`config.mk`:
```
export PLATFORM = sky130hd
export DESIGN_NAME = cpu_axi_top
export DESIGN_NICKNAME = d
export VERILOG_FILES = /design/src/bus_pkg.sv /design/src/axi_wait_counter.sv /design/src/axi_master_fsm.sv /design/src/axi_req_regs.sv /design/src/axi_lite_sram.sv /design/src/cpu_axi_top.sv
export VERILOG_INCLUDE_DIRS = /design/src
export SDC_FILE = /design/constraint.sdc
export NUM_CORES = 2
export LEC_CHECK = 0
export BUFFER_PORTS_ARGS = -buffer_cell sky130_fd_sc_hd__buf_2
export CAP_MARGIN = 0
export CELL_PAD_IN_SITES_DETAIL_PLACEMENT = 0
export CELL_PAD_IN_SITES_GLOBAL_PLACEMENT = 1
export CORE_MARGIN = 2
export CORE_UTILIZATION = 47
export CTS_BUF_LIST = sky130_fd_sc_hd__clkbuf_4 sky130_fd_sc_hd__clkbuf_8 sky130_fd_sc_hd__clkbuf_16
export CTS_CLUSTER_DIAMETER = 150
export DETAILED_ROUTE_END_ITERATION = 8
export GPL_TIMING_DRIVEN = 0
export PLACE_DENSITY_LB_ADDON = 0.1
export SLEW_MARGIN = 20
export SYNTH_ARGS = -nofsm -noshare
export SYNTH_HDL_FRONTEND = slang
export SYNTH_SLANG_ARGS = --single-unit
```
`constraint.sdc`:
```
create_clock -name clk -period 6.31 [get_ports clk]
set_input_delay 0 -clock clk [delete_from_list [all_inputs] [get_ports clk]]
set_output_delay 0 -clock clk [all_outputs]
set_load 0.01 [all_outputs]
```
`src/bus_consts.svh`:
```
//////////////////////////////
// Bus widths, memory depth and AXI response codes
//////////////////////////////
`ifndef BUS_CONSTS_SVH
`define BUS_CONSTS_SVH

// Bus widths
`define BUS_ADDR_BITS 32
`define BUS_DATA_BITS 32
`define BUS_STRB_BITS 4

// Slave memory depth in 32-bit words, byte addresses 0..255
`define MEM_WORDS 64

// AXI response codes
`define RESP_OKAY   2'b00
`define RESP_SLVERR 2'b10

`endif

```
`src/bus_pkg.sv`:
```
//////////////////////////////
// Master FSM states, AXI response type,
// AXI4-Lite channel and CPU request structs
//////////////////////////////
`include "bus_consts.svh"

package bus_pkg;

  // Master walks AR->R for reads, AW->W->B for writes
  typedef enum logic [2:0] {
    IDLE,
    AR,
    R,
    AW,
    W,
    B
  } master_state_t;

  typedef enum logic [1:0] {
    OKAY   = `RESP_OKAY,
    SLVERR = `RESP_SLVERR
  } axi_resp_t;

  // Write address channel
  typedef struct packed {
    logic [`BUS_ADDR_BITS-1:0] addr;
  } axi_aw_t;

  // Read address channel
  typedef struct packed {
    logic [`BUS_ADDR_BITS-1:0] addr;
  } axi_ar_t;

  // Write data channel
  typedef struct packed {
    logic [`BUS_DATA_BITS-1:0] data;
    logic [`BUS_STRB_BITS-1:0] strb;
  } axi_w_t;

  typedef struct packed {
    axi_resp_t resp;
  } axi_b_t;

  typedef struct packed {
    logic [`BUS_DATA_BITS-1:0] data;
    axi_resp_t                 resp;
  } axi_r_t;

  // CPU side request, held stable while stall is high
  typedef struct packed {
    logic                      write;
    logic [`BUS_STRB_BITS-1:0] strb;
    logic [`BUS_DATA_BITS-1:0] wdata;
    logic [`BUS_ADDR_BITS-1:0] addr;
  } cpu_req_t;

endpackage

```
`src/axi_wait_counter.sv`:
```
//////////////////////////////
// Wait-state down-counter
//////////////////////////////
`timescale 1ns/1ps

module axi_wait_counter (
  input  logic       clk,
  input  logic       rstn,
  input  logic       start,
  input  logic [7:0] wait_cycles,
  output logic       busy,
  output logic       fire
);

  logic [7:0] cnt;

  always_ff @(posedge clk or negedge rstn) begin
    if (!rstn) begin
      cnt  <= 8'd0;
      busy <= 1'b0;
    end else if (start && (wait_cycles != 8'd0)) begin
      cnt  <= wait_cycles;
      busy <= 1'b1;
    end else if (busy) begin
      cnt <= cnt - 8'd1;
      // Last counting cycle
      if (cnt == 8'd1) begin
        busy <= 1'b0;
      end
    end
  end

  // Zero wait fires in the start cycle itself
  assign fire = (start && (wait_cycles == 8'd0)) || (busy && (cnt == 8'd1));

  a_no_restart: assert property (@(posedge clk) disable iff (!rstn)
    start |-> !busy);

endmodule

```
`src/axi_master_fsm.sv`:
```
//////////////////////////////
// AXI4-Lite master FSM with CPU stall
//////////////////////////////
`timescale 1ns/1ps

module axi_master_fsm
  import bus_pkg::*;
(
  input  logic clk,
  input  logic rstn,
  // CPU side
  input  logic access_request,
  input  logic write,
  // AXI handshake signals
  input  logic aw_ready,
  input  logic w_ready,
  input  logic b_valid,
  input  logic ar_ready,
  input  logic r_valid,
  output logic aw_valid,
  output logic w_valid,
  output logic b_ready,
  output logic ar_valid,
  output logic r_ready,
  output logic stall,
  // Capture pulses for the request registers
  output logic load_rd,
  output logic load_wr
);

  master_state_t state, next_state;
  master_state_t req_state;
  logic rd_req, wr_req;
  logic aw_hs, w_hs, b_hs, ar_hs, r_hs;

  assign wr_req = access_request & write;
  assign rd_req = access_request & ~write;

  // Where a new request starts from
  assign req_state = wr_req ? AW : (rd_req ? AR : IDLE);

  assign aw_hs = aw_valid & aw_ready;
  assign w_hs  = w_valid & w_ready;
  assign b_hs  = b_valid & b_ready;
  assign ar_hs = ar_valid & ar_ready;
  assign r_hs  = r_valid & r_ready;

  always_ff @(posedge clk or negedge rstn) begin
    if (!rstn) begin
      state <= IDLE;
    end else begin
      state <= next_state;
    end
  end

  // A finished access goes straight to the next request
  always_comb begin
    next_state = IDLE;
    case (state)
      IDLE: next_state = req_state;
      AR:   next_state = ar_hs ? R : AR;
      R:    next_state = r_hs ? req_state : R;
      AW:   next_state = aw_hs ? (w_hs ? B : W) : AW;
      W:    next_state = w_hs ? B : W;
      B:    next_state = b_hs ? req_state : B;
      default: next_state = IDLE;
    endcase
  end

  always_comb begin
    aw_valid = 1'b0;
    w_valid  = 1'b0;
    b_ready  = 1'b0;
    ar_valid = 1'b0;
    r_ready  = 1'b0;
    stall    = 1'b0;
    case (state)
      IDLE: begin
        // Request seen but not yet issued
        stall = access_request;
      end
      AR: begin
        ar_valid = 1'b1;
        stall    = 1'b1;
      end
      R: begin
        r_ready = 1'b1;
        stall   = ~r_valid;
      end
      AW: begin
        aw_valid = 1'b1;
        w_valid  = aw_hs;
        stall    = 1'b1;
      end
      W: begin
        w_valid = 1'b1;
        b_ready = 1'b1;
        stall   = 1'b1;
      end
      B: begin
        b_ready = 1'b1;
        stall   = ~b_valid;
      end
      default: begin
        stall = 1'b0;
      end
    endcase
  end

  // Registers load on the edge that enters AR or AW
  assign load_rd = (state != AR) && (next_state == AR);
  assign load_wr = (state != AW) && (next_state == AW);

  // Address valids may not drop before their ready
  a_ar_hold: assert property (@(posedge clk) disable iff (!rstn)
    ar_valid && !ar_ready |=> ar_valid);

  a_aw_hold: assert property (@(posedge clk) disable iff (!rstn)
    aw_valid && !aw_ready |=> aw_valid);

endmodule

```
`src/axi_req_regs.sv`:
```
//////////////////////////////
// Request capture and read data / error hold
//////////////////////////////
`timescale 1ns/1ps
`include "bus_consts.svh"

module axi_req_regs
  import bus_pkg::*;
(
  input  logic                      clk,
  input  logic                      rstn,
  input  cpu_req_t                  req,
  input  logic                      load_rd,
  input  logic                      load_wr,
  input  axi_r_t                    r,
  input  logic                      r_valid,
  input  logic                      r_ready,
  input  axi_b_t                    b,
  input  logic                      b_valid,
  input  logic                      b_ready,
  output axi_aw_t                   aw,
  output axi_w_t                    w,
  output axi_ar_t                   ar,
  output logic [`BUS_DATA_BITS-1:0] data_out,
  output logic                      err
);

  logic                      r_hs, b_hs;
  logic [`BUS_DATA_BITS-1:0] rdata_q;
  logic                      err_q;

  assign r_hs = r_valid & r_ready;
  assign b_hs = b_valid & b_ready;

  // Channel payloads, stable for the whole access
  always_ff @(posedge clk) begin
    if (load_rd) begin
      ar.addr <= req.addr;
    end
    if (load_wr) begin
      aw.addr <= req.addr;
      w.data  <= req.wdata;
      w.strb  <= req.strb;
    end
  end

  always_ff @(posedge clk or negedge rstn) begin
    if (!rstn) begin
      rdata_q <= '0;
      err_q   <= 1'b0;
    end else if (r_hs) begin
      rdata_q <= r.data;
      err_q   <= (r.resp == SLVERR);
    end else if (b_hs) begin
      err_q <= (b.resp == SLVERR);
    end
  end

  // Bypass so the CPU sees the result in the handshake cycle
  assign data_out = r_hs ? r.data : rdata_q;
  assign err      = r_hs ? (r.resp == SLVERR) :
                    b_hs ? (b.resp == SLVERR) : err_q;

endmodule

```
`src/axi_lite_sram.sv`:
```
//////////////////////////////
// AXI4-Lite slave memory with byte strobes,
// wait states and SLVERR past the end
//////////////////////////////
`timescale 1ns/1ps
`include "bus_consts.svh"

module axi_lite_sram
  import bus_pkg::*;
#(
  parameter int WAIT_CYCLES = 2
) (
  input  logic    clk,
  input  logic    rstn,
  input  axi_aw_t aw,
  input  logic    aw_valid,
  output logic    aw_ready,
  input  axi_w_t  w,
  input  logic    w_valid,
  output logic    w_ready,
  output axi_b_t  b,
  output logic    b_valid,
  input  logic    b_ready,
  input  axi_ar_t ar,
  input  logic    ar_valid,
  output logic    ar_ready,
  output axi_r_t  r,
  output logic    r_valid,
  input  logic    r_ready
);

  localparam int IDX_BITS = $clog2(`MEM_WORDS);
  localparam logic [7:0] WAIT_W = 8'(WAIT_CYCLES);

  logic [`BUS_DATA_BITS-1:0] mem [`MEM_WORDS];

  logic                      req_start, req_fire, req_busy, req_hold;
  logic                      rsp_fire;
  logic                      wr_sel_q, wr_sel, ready_win;
  logic                      wr_accept, ar_hs, r_hs, b_hs;
  logic                      outstanding;
  logic [`BUS_ADDR_BITS-1:0] rd_addr_q, rd_addr;
  logic                      wr_in_range, rd_in_range;

  assign r_hs = r_valid & r_ready;
  assign b_hs = b_valid & b_ready;

  // One request at a time, none while a response is owed
  assign req_start = (aw_valid | ar_valid) & ~req_busy & ~req_hold & ~outstanding;

  axi_wait_counter u_req_wait (
    .clk         (clk),
    .rstn        (rstn),
    .start       (req_start),
    .wait_cycles (WAIT_W),
    .busy        (req_busy),
    .fire        (req_fire)
  );

  // Writes win when both address channels are valid
  assign wr_sel    = req_start ? aw_valid : wr_sel_q;
  assign ready_win = req_fire | req_hold;
  assign aw_ready  = ready_win & wr_sel;
  assign w_ready   = ready_win & wr_sel;
  assign ar_ready  = ready_win & ~wr_sel;

  assign wr_accept = aw_valid & aw_ready & w_valid & w_ready;
  assign ar_hs     = ar_valid & ar_ready;

  always_ff @(posedge clk or negedge rstn) begin
    if (!rstn) begin
      wr_sel_q    <= 1'b0;
      req_hold    <= 1'b0;
      outstanding <= 1'b0;
    end else begin
      if (req_start) begin
        wr_sel_q <= aw_valid;
      end
      // Keep ready up until the master completes the handshake
      if (wr_accept || ar_hs) begin
        req_hold <= 1'b0;
      end else if (req_fire) begin
        req_hold <= 1'b1;
      end
      if (wr_accept || ar_hs) begin
        outstanding <= 1'b1;
      end else if (r_hs || b_hs) begin
        outstanding <= 1'b0;
      end
    end
  end

  // Read response wait starts at the AR handshake
  axi_wait_counter u_rsp_wait (
    .clk         (clk),
    .rstn        (rstn),
    .start       (ar_hs),
    .wait_cycles (WAIT_W),
    .busy        (),
    .fire        (rsp_fire)
  );

  always_ff @(posedge clk) begin
    if (ar_hs) begin
      rd_addr_q <= ar.addr;
    end
  end

  assign rd_addr     = ar_hs ? ar.addr : rd_addr_q;
  assign rd_in_range = (rd_addr >> 2) < `MEM_WORDS;
  assign wr_in_range = (aw.addr >> 2) < `MEM_WORDS;

  always_ff @(posedge clk or negedge rstn) begin
    if (!rstn) begin
      for (int i = 0; i < `MEM_WORDS; i++) begin
        mem[i] <= '0;
      end
      b_valid <= 1'b0;
      b.resp  <= OKAY;
      r_valid <= 1'b0;
      r.data  <= '0;
      r.resp  <= OKAY;
    end else begin
      // Out-of-range writes are dropped
      if (wr_accept && wr_in_range) begin
        for (int i = 0; i < `BUS_STRB_BITS; i++) begin
          if (w.strb[i]) begin
            mem[aw.addr[IDX_BITS+1:2]][8*i +: 8] <= w.data[8*i +: 8];
          end
        end
      end
      if (wr_accept) begin
        b_valid <= 1'b1;
        b.resp  <= wr_in_range ? OKAY : SLVERR;
      end else if (b_hs) begin
        b_valid <= 1'b0;
      end
      if (rsp_fire) begin
        r_valid <= 1'b1;
        r.data  <= rd_in_range ? mem[rd_addr[IDX_BITS+1:2]] : '0;
        r.resp  <= rd_in_range ? OKAY : SLVERR;
      end else if (r_hs) begin
        r_valid <= 1'b0;
      end
    end
  end

  a_b_hold: assert property (@(posedge clk) disable iff (!rstn)
    b_valid && !b_ready |=> b_valid && $stable(b));

endmodule

```
`src/cpu_axi_top.sv`:
```
//////////////////////////////
// CPU to AXI4-Lite bridge with slave memory
//////////////////////////////
`timescale 1ns/1ps
`include "bus_consts.svh"

module cpu_axi_top
  import bus_pkg::*;
#(
  parameter int WAIT_CYCLES = 2
) (
  input  logic                      clk,
  input  logic                      rstn,
  input  logic                      access_request,
  input  cpu_req_t                  req,
  output logic [`BUS_DATA_BITS-1:0] data_out,
  output logic                      err,
  output logic                      stall
);

  axi_aw_t aw;
  axi_w_t  w;
  axi_b_t  b;
  axi_ar_t ar;
  axi_r_t  r;
  logic    aw_valid, aw_ready, w_valid, w_ready, b_valid, b_ready;
  logic    ar_valid, ar_ready, r_valid, r_ready;
  logic    load_rd, load_wr;

  axi_master_fsm u_fsm (
    .clk            (clk),
    .rstn           (rstn),
    .access_request (access_request),
    .write          (req.write),
    .aw_ready       (aw_ready),
    .w_ready        (w_ready),
    .b_valid        (b_valid),
    .ar_ready       (ar_ready),
    .r_valid        (r_valid),
    .aw_valid       (aw_valid),
    .w_valid        (w_valid),
    .b_ready        (b_ready),
    .ar_valid       (ar_valid),
    .r_ready        (r_ready),
    .stall          (stall),
    .load_rd        (load_rd),
    .load_wr        (load_wr)
  );

  axi_req_regs u_regs (
    .clk      (clk),
    .rstn     (rstn),
    .req      (req),
    .load_rd  (load_rd),
    .load_wr  (load_wr),
    .r        (r),
    .r_valid  (r_valid),
    .r_ready  (r_ready),
    .b        (b),
    .b_valid  (b_valid),
    .b_ready  (b_ready),
    .aw       (aw),
    .w        (w),
    .ar       (ar),
    .data_out (data_out),
    .err      (err)
  );

  axi_lite_sram #(
    .WAIT_CYCLES (WAIT_CYCLES)
  ) u_sram (
    .clk      (clk),
    .rstn     (rstn),
    .aw       (aw),
    .aw_valid (aw_valid),
    .aw_ready (aw_ready),
    .w        (w),
    .w_valid  (w_valid),
    .w_ready  (w_ready),
    .b        (b),
    .b_valid  (b_valid),
    .b_ready  (b_ready),
    .ar       (ar),
    .ar_valid (ar_valid),
    .ar_ready (ar_ready),
    .r        (r),
    .r_valid  (r_valid),
    .r_ready  (r_ready)
  );

endmodule

```
==> out/metrics.cfg <==
[status]
outcome=finished clean

[detailed_routing]
dr.first_iter.drc_count=6670
drc=0
vias=71810
via_per_inst=5.956
wl_per_cell_um=29.88
wl_um=360200
antenna_left=0
dr.pass1.iters=6

[setup_path]
cp_data_required_time_ns=7.18
endpoint_kind=register
worstPathMaxFanout=10
arrival_ns=6.91
regToRegEndpoint=u_sram.r[9]
worstRegToRegCells=14
r2r-start=u_fsm.state[2]
reg2reg_setup_slack_ns=0.27
worst-setup-path-type=register to register
worst_setup_path_start_kind=register

[global_route]
grt_pass1_vias=72380
antenna_found_initial=43
track_usage=0.3229
grt_max_degree=140
grt_pass1_wl_um=517200
grt_overflow=0

[timing]
worst_pin_slew_ns=1.217
slew_viol_final=0
fmax_ghz=0.1655
period_needed_ns=6.041
period_share=0.9574
slew_headroom=0.1864
finalSetupViolCount=0
clock-skew-final_ns=0.05831
hold_viol_final=0
fin_setup_tns_ns=0
rsz0062_at_grt=no

[run]
maxCapViolations=0

[power_and_ir_drop]
peakVddDrop_mv=0.3767
swShare=0.4207
switchingPower_mw=20.40
cell_internal_pwr_mw=28.10
p_leak_nw=56.64
combPwrFrac=0.360
powerDensity_nw_per_um2=413.4
clkPwrFrac=0.324
p_total_mw=48.50
pwr-share-seq=0.316

[min_path]
hold_class=input port to register
hold_depth=5
hold_end=u_fsm.state[0]
hold_path.startpoint=access_request

[synthesis]
synth_area_leader_cell=dfrtp_1
ys.flop_type=dfrtp_1
syn_avg_cell_area_sq_um=12.07
netlist.area_leader.share=0.5246
synth_edf_count=96
ys_seq_area_frac=0.5587
synth_warnings=0
syn_area_sq_um=102100
ys_ff_latch=2267
async_flop_share=0.9444
ys_types=63
synthMostInstantiatedCell=dfrtp_1
synthTopCellsByArea=dfrtp_1 (52%), mux2_2 (23%), nand2_1 (5.9%)
synthCells=8460
syn_nets=8536
netlist_top_cells_count=dfrtp_1 (2141), mux2_2 (2063), nand2_1 (1614)

[clocking]
cts_buffers=274
clkTransAtPathRegs_ns=0.06
clock-sinks=2267
post_cts.repair.setup_buffers=0
clk_latency_ns=0.95
cts_buffer_depth=4
root_buffer=clkbuf_16
cts_tree=built
cts.htree.levels=5

[die]
start_util=0.4716
dieHeight_um=470.1
num_rows=171
ios=106
die_area_sq_um=221000
die_w_um=470.1
core_sq_um=216500

[cells_and_area]
final-seq-area_sq_um=57060
multi_input_area_sq_um=42390
num-fill-cells=18570
drive_gt1_frac=0.3281
fin_util=0.5418
nNetsFinal=9083
area_growth_syn_to_layout_pct=14.87

[placed_design]
place_hpwl_um=262500
gp_congestion=0.8784
io_buffers=103

[worst max-delay path, stage by stage, from the launching register on]
cell      delay (ns)
dfrtp_1         0.36
buf_2           0.17
nand2b_1        0.25
o41ai_4         0.41
a41o_1          0.23
and2_1          0.11
buf_2           0.51
buf_2           0.72
clkbuf_1        0.85
clkbuf_1        0.59
nand2_1         0.13
nand3_1         0.12
nand4_1         0.58
nand4_1         0.67
a221o_1         0.24
[final cells by class]
type	count	area share
antenna	17	0.0003626
buffer	614	0.02307
clock buffer	415	0.07181
clock inverter	38	0.003893
inverter	16	0.0005120
multi-input combinational	5563	0.3614
sequential	2267	0.4864
tap	2854	0.03044
timing repair buffer	271	0.02213
[logic make-up after synthesis]
kind of cell	count (synthesis)	share of synthesized area
simple gates	2466	0.1049
mux	2432	0.2641
flops	2267	0.5587
compound gates	649	0.04411
buf+inv	630	0.02664
xor+xnor	12	0.001029
fa+ha+maj	4	0.0004901
[repair_timing]
action | in CTS | in global routing
hold buffers | 137 | 0
hold endpoints to repair | 723 | 0
resized for setup | 0 | 0
[routing by layer]
metal	global-route usage	wire length [um]	vias to the layer above
li1	-	-	31160
met1	0.4215	148900	37600
met2	0.5308	171500	2357
met3	0.04629	20640	683
met4	0.1534	19100	2
met5	0	18	-
[cells in the final DEF (no fill, tap or decap), drive strengths merged, types with 85 or more instances in the layout]
| cell type | Yosys | final |
|---|---|---|
| dlygate4sd3 | 0 | 136 |
| nand2 | 1745 | 1745 |
| edfxtp | 96 | 96 |
| clkbuf | 364 | 779 |
| a21oi | 177 | 177 |
| buf | 250 | 385 |
| nand3 | 399 | 399 |
| nand4 | 163 | 163 |
| o22ai | 93 | 93 |
| mux2i | 349 | 349 |
| mux2 | 2083 | 2083 |
| nor2 | 85 | 85 |
| dfrtp | 2141 | 2141 |
| a31oi | 162 | 162 |
[how the worst max path moves through the flow]
stage | startpoint | to | slack (ns)
after CTS | u_fsm.state[2] | u_sram.r[7] | 0.39
after global routing | u_fsm.state[1] | u_sram.r[7] | 0.25
after global placement | rstn | u_sram.mem[584] | -42.65
final | u_fsm.state[2] | u_sram.r[9] | 0.27
after floorplan | u_fsm.state[2] | u_regs.aw[10] | 1.64
after detailed placement | u_fsm.state[2] | u_sram.r[4] | 0.36
[metrics by stage]
| step | setup slack (ns) | instance area [sq um] | std cells | hold WS [ns] |
|---|---|---|---|---|
| after floorplan | 1.640 | 102100 | 8460 | -0.2956 |
| after CTS | 0.3886 | 117300 | 12040 | 0.01380 |
| final | 0.2687 | 117300 | 12060 | 0.06448 |
| after detailed placement | 0.3620 | 107000 | 11450 | 0.08438 |
| after global routing | 0.2465 | 117300 | 12040 | 0.1224 |
| after global placement | -42.65 | 106200 | 11420 | 0.1774 |
[flip-flops by register name (all words and copies together) (netlist names)]
signal and count:
u_sram.r_valid 1, u_sram.u_rsp_wait.cnt 8, u_sram.rd_addr_q 30, u_fsm.state 3, u_sram.outstanding 1, u_regs.aw 30, u_regs.rdata_q 32, u_sram.req_hold 1
u_regs.err_q 1, u_sram.wr_sel_q 1, u_sram.b 1, u_sram.u_req_wait.cnt 8, u_sram.u_req_wait.busy 1, u_regs.ar 30, u_sram.u_rsp_wait.busy 1, u_sram.r 33
u_sram.mem 2048, u_sram.b_valid 1, u_regs.w 36
[power by group through the flow]
stage               clock network [mW]  logic [mW]  registers (mW)
floorplan                            0        7.70            15.5
global placement                     0        16.8            15.6
detailed placement                   0        17.1            15.6
CTS                               15.9        17.2            15.3
global route                      16.5        17.9            15.3
finish                            15.7        17.5            15.3
Note: power is estimated with default switching activity, not from simulation.
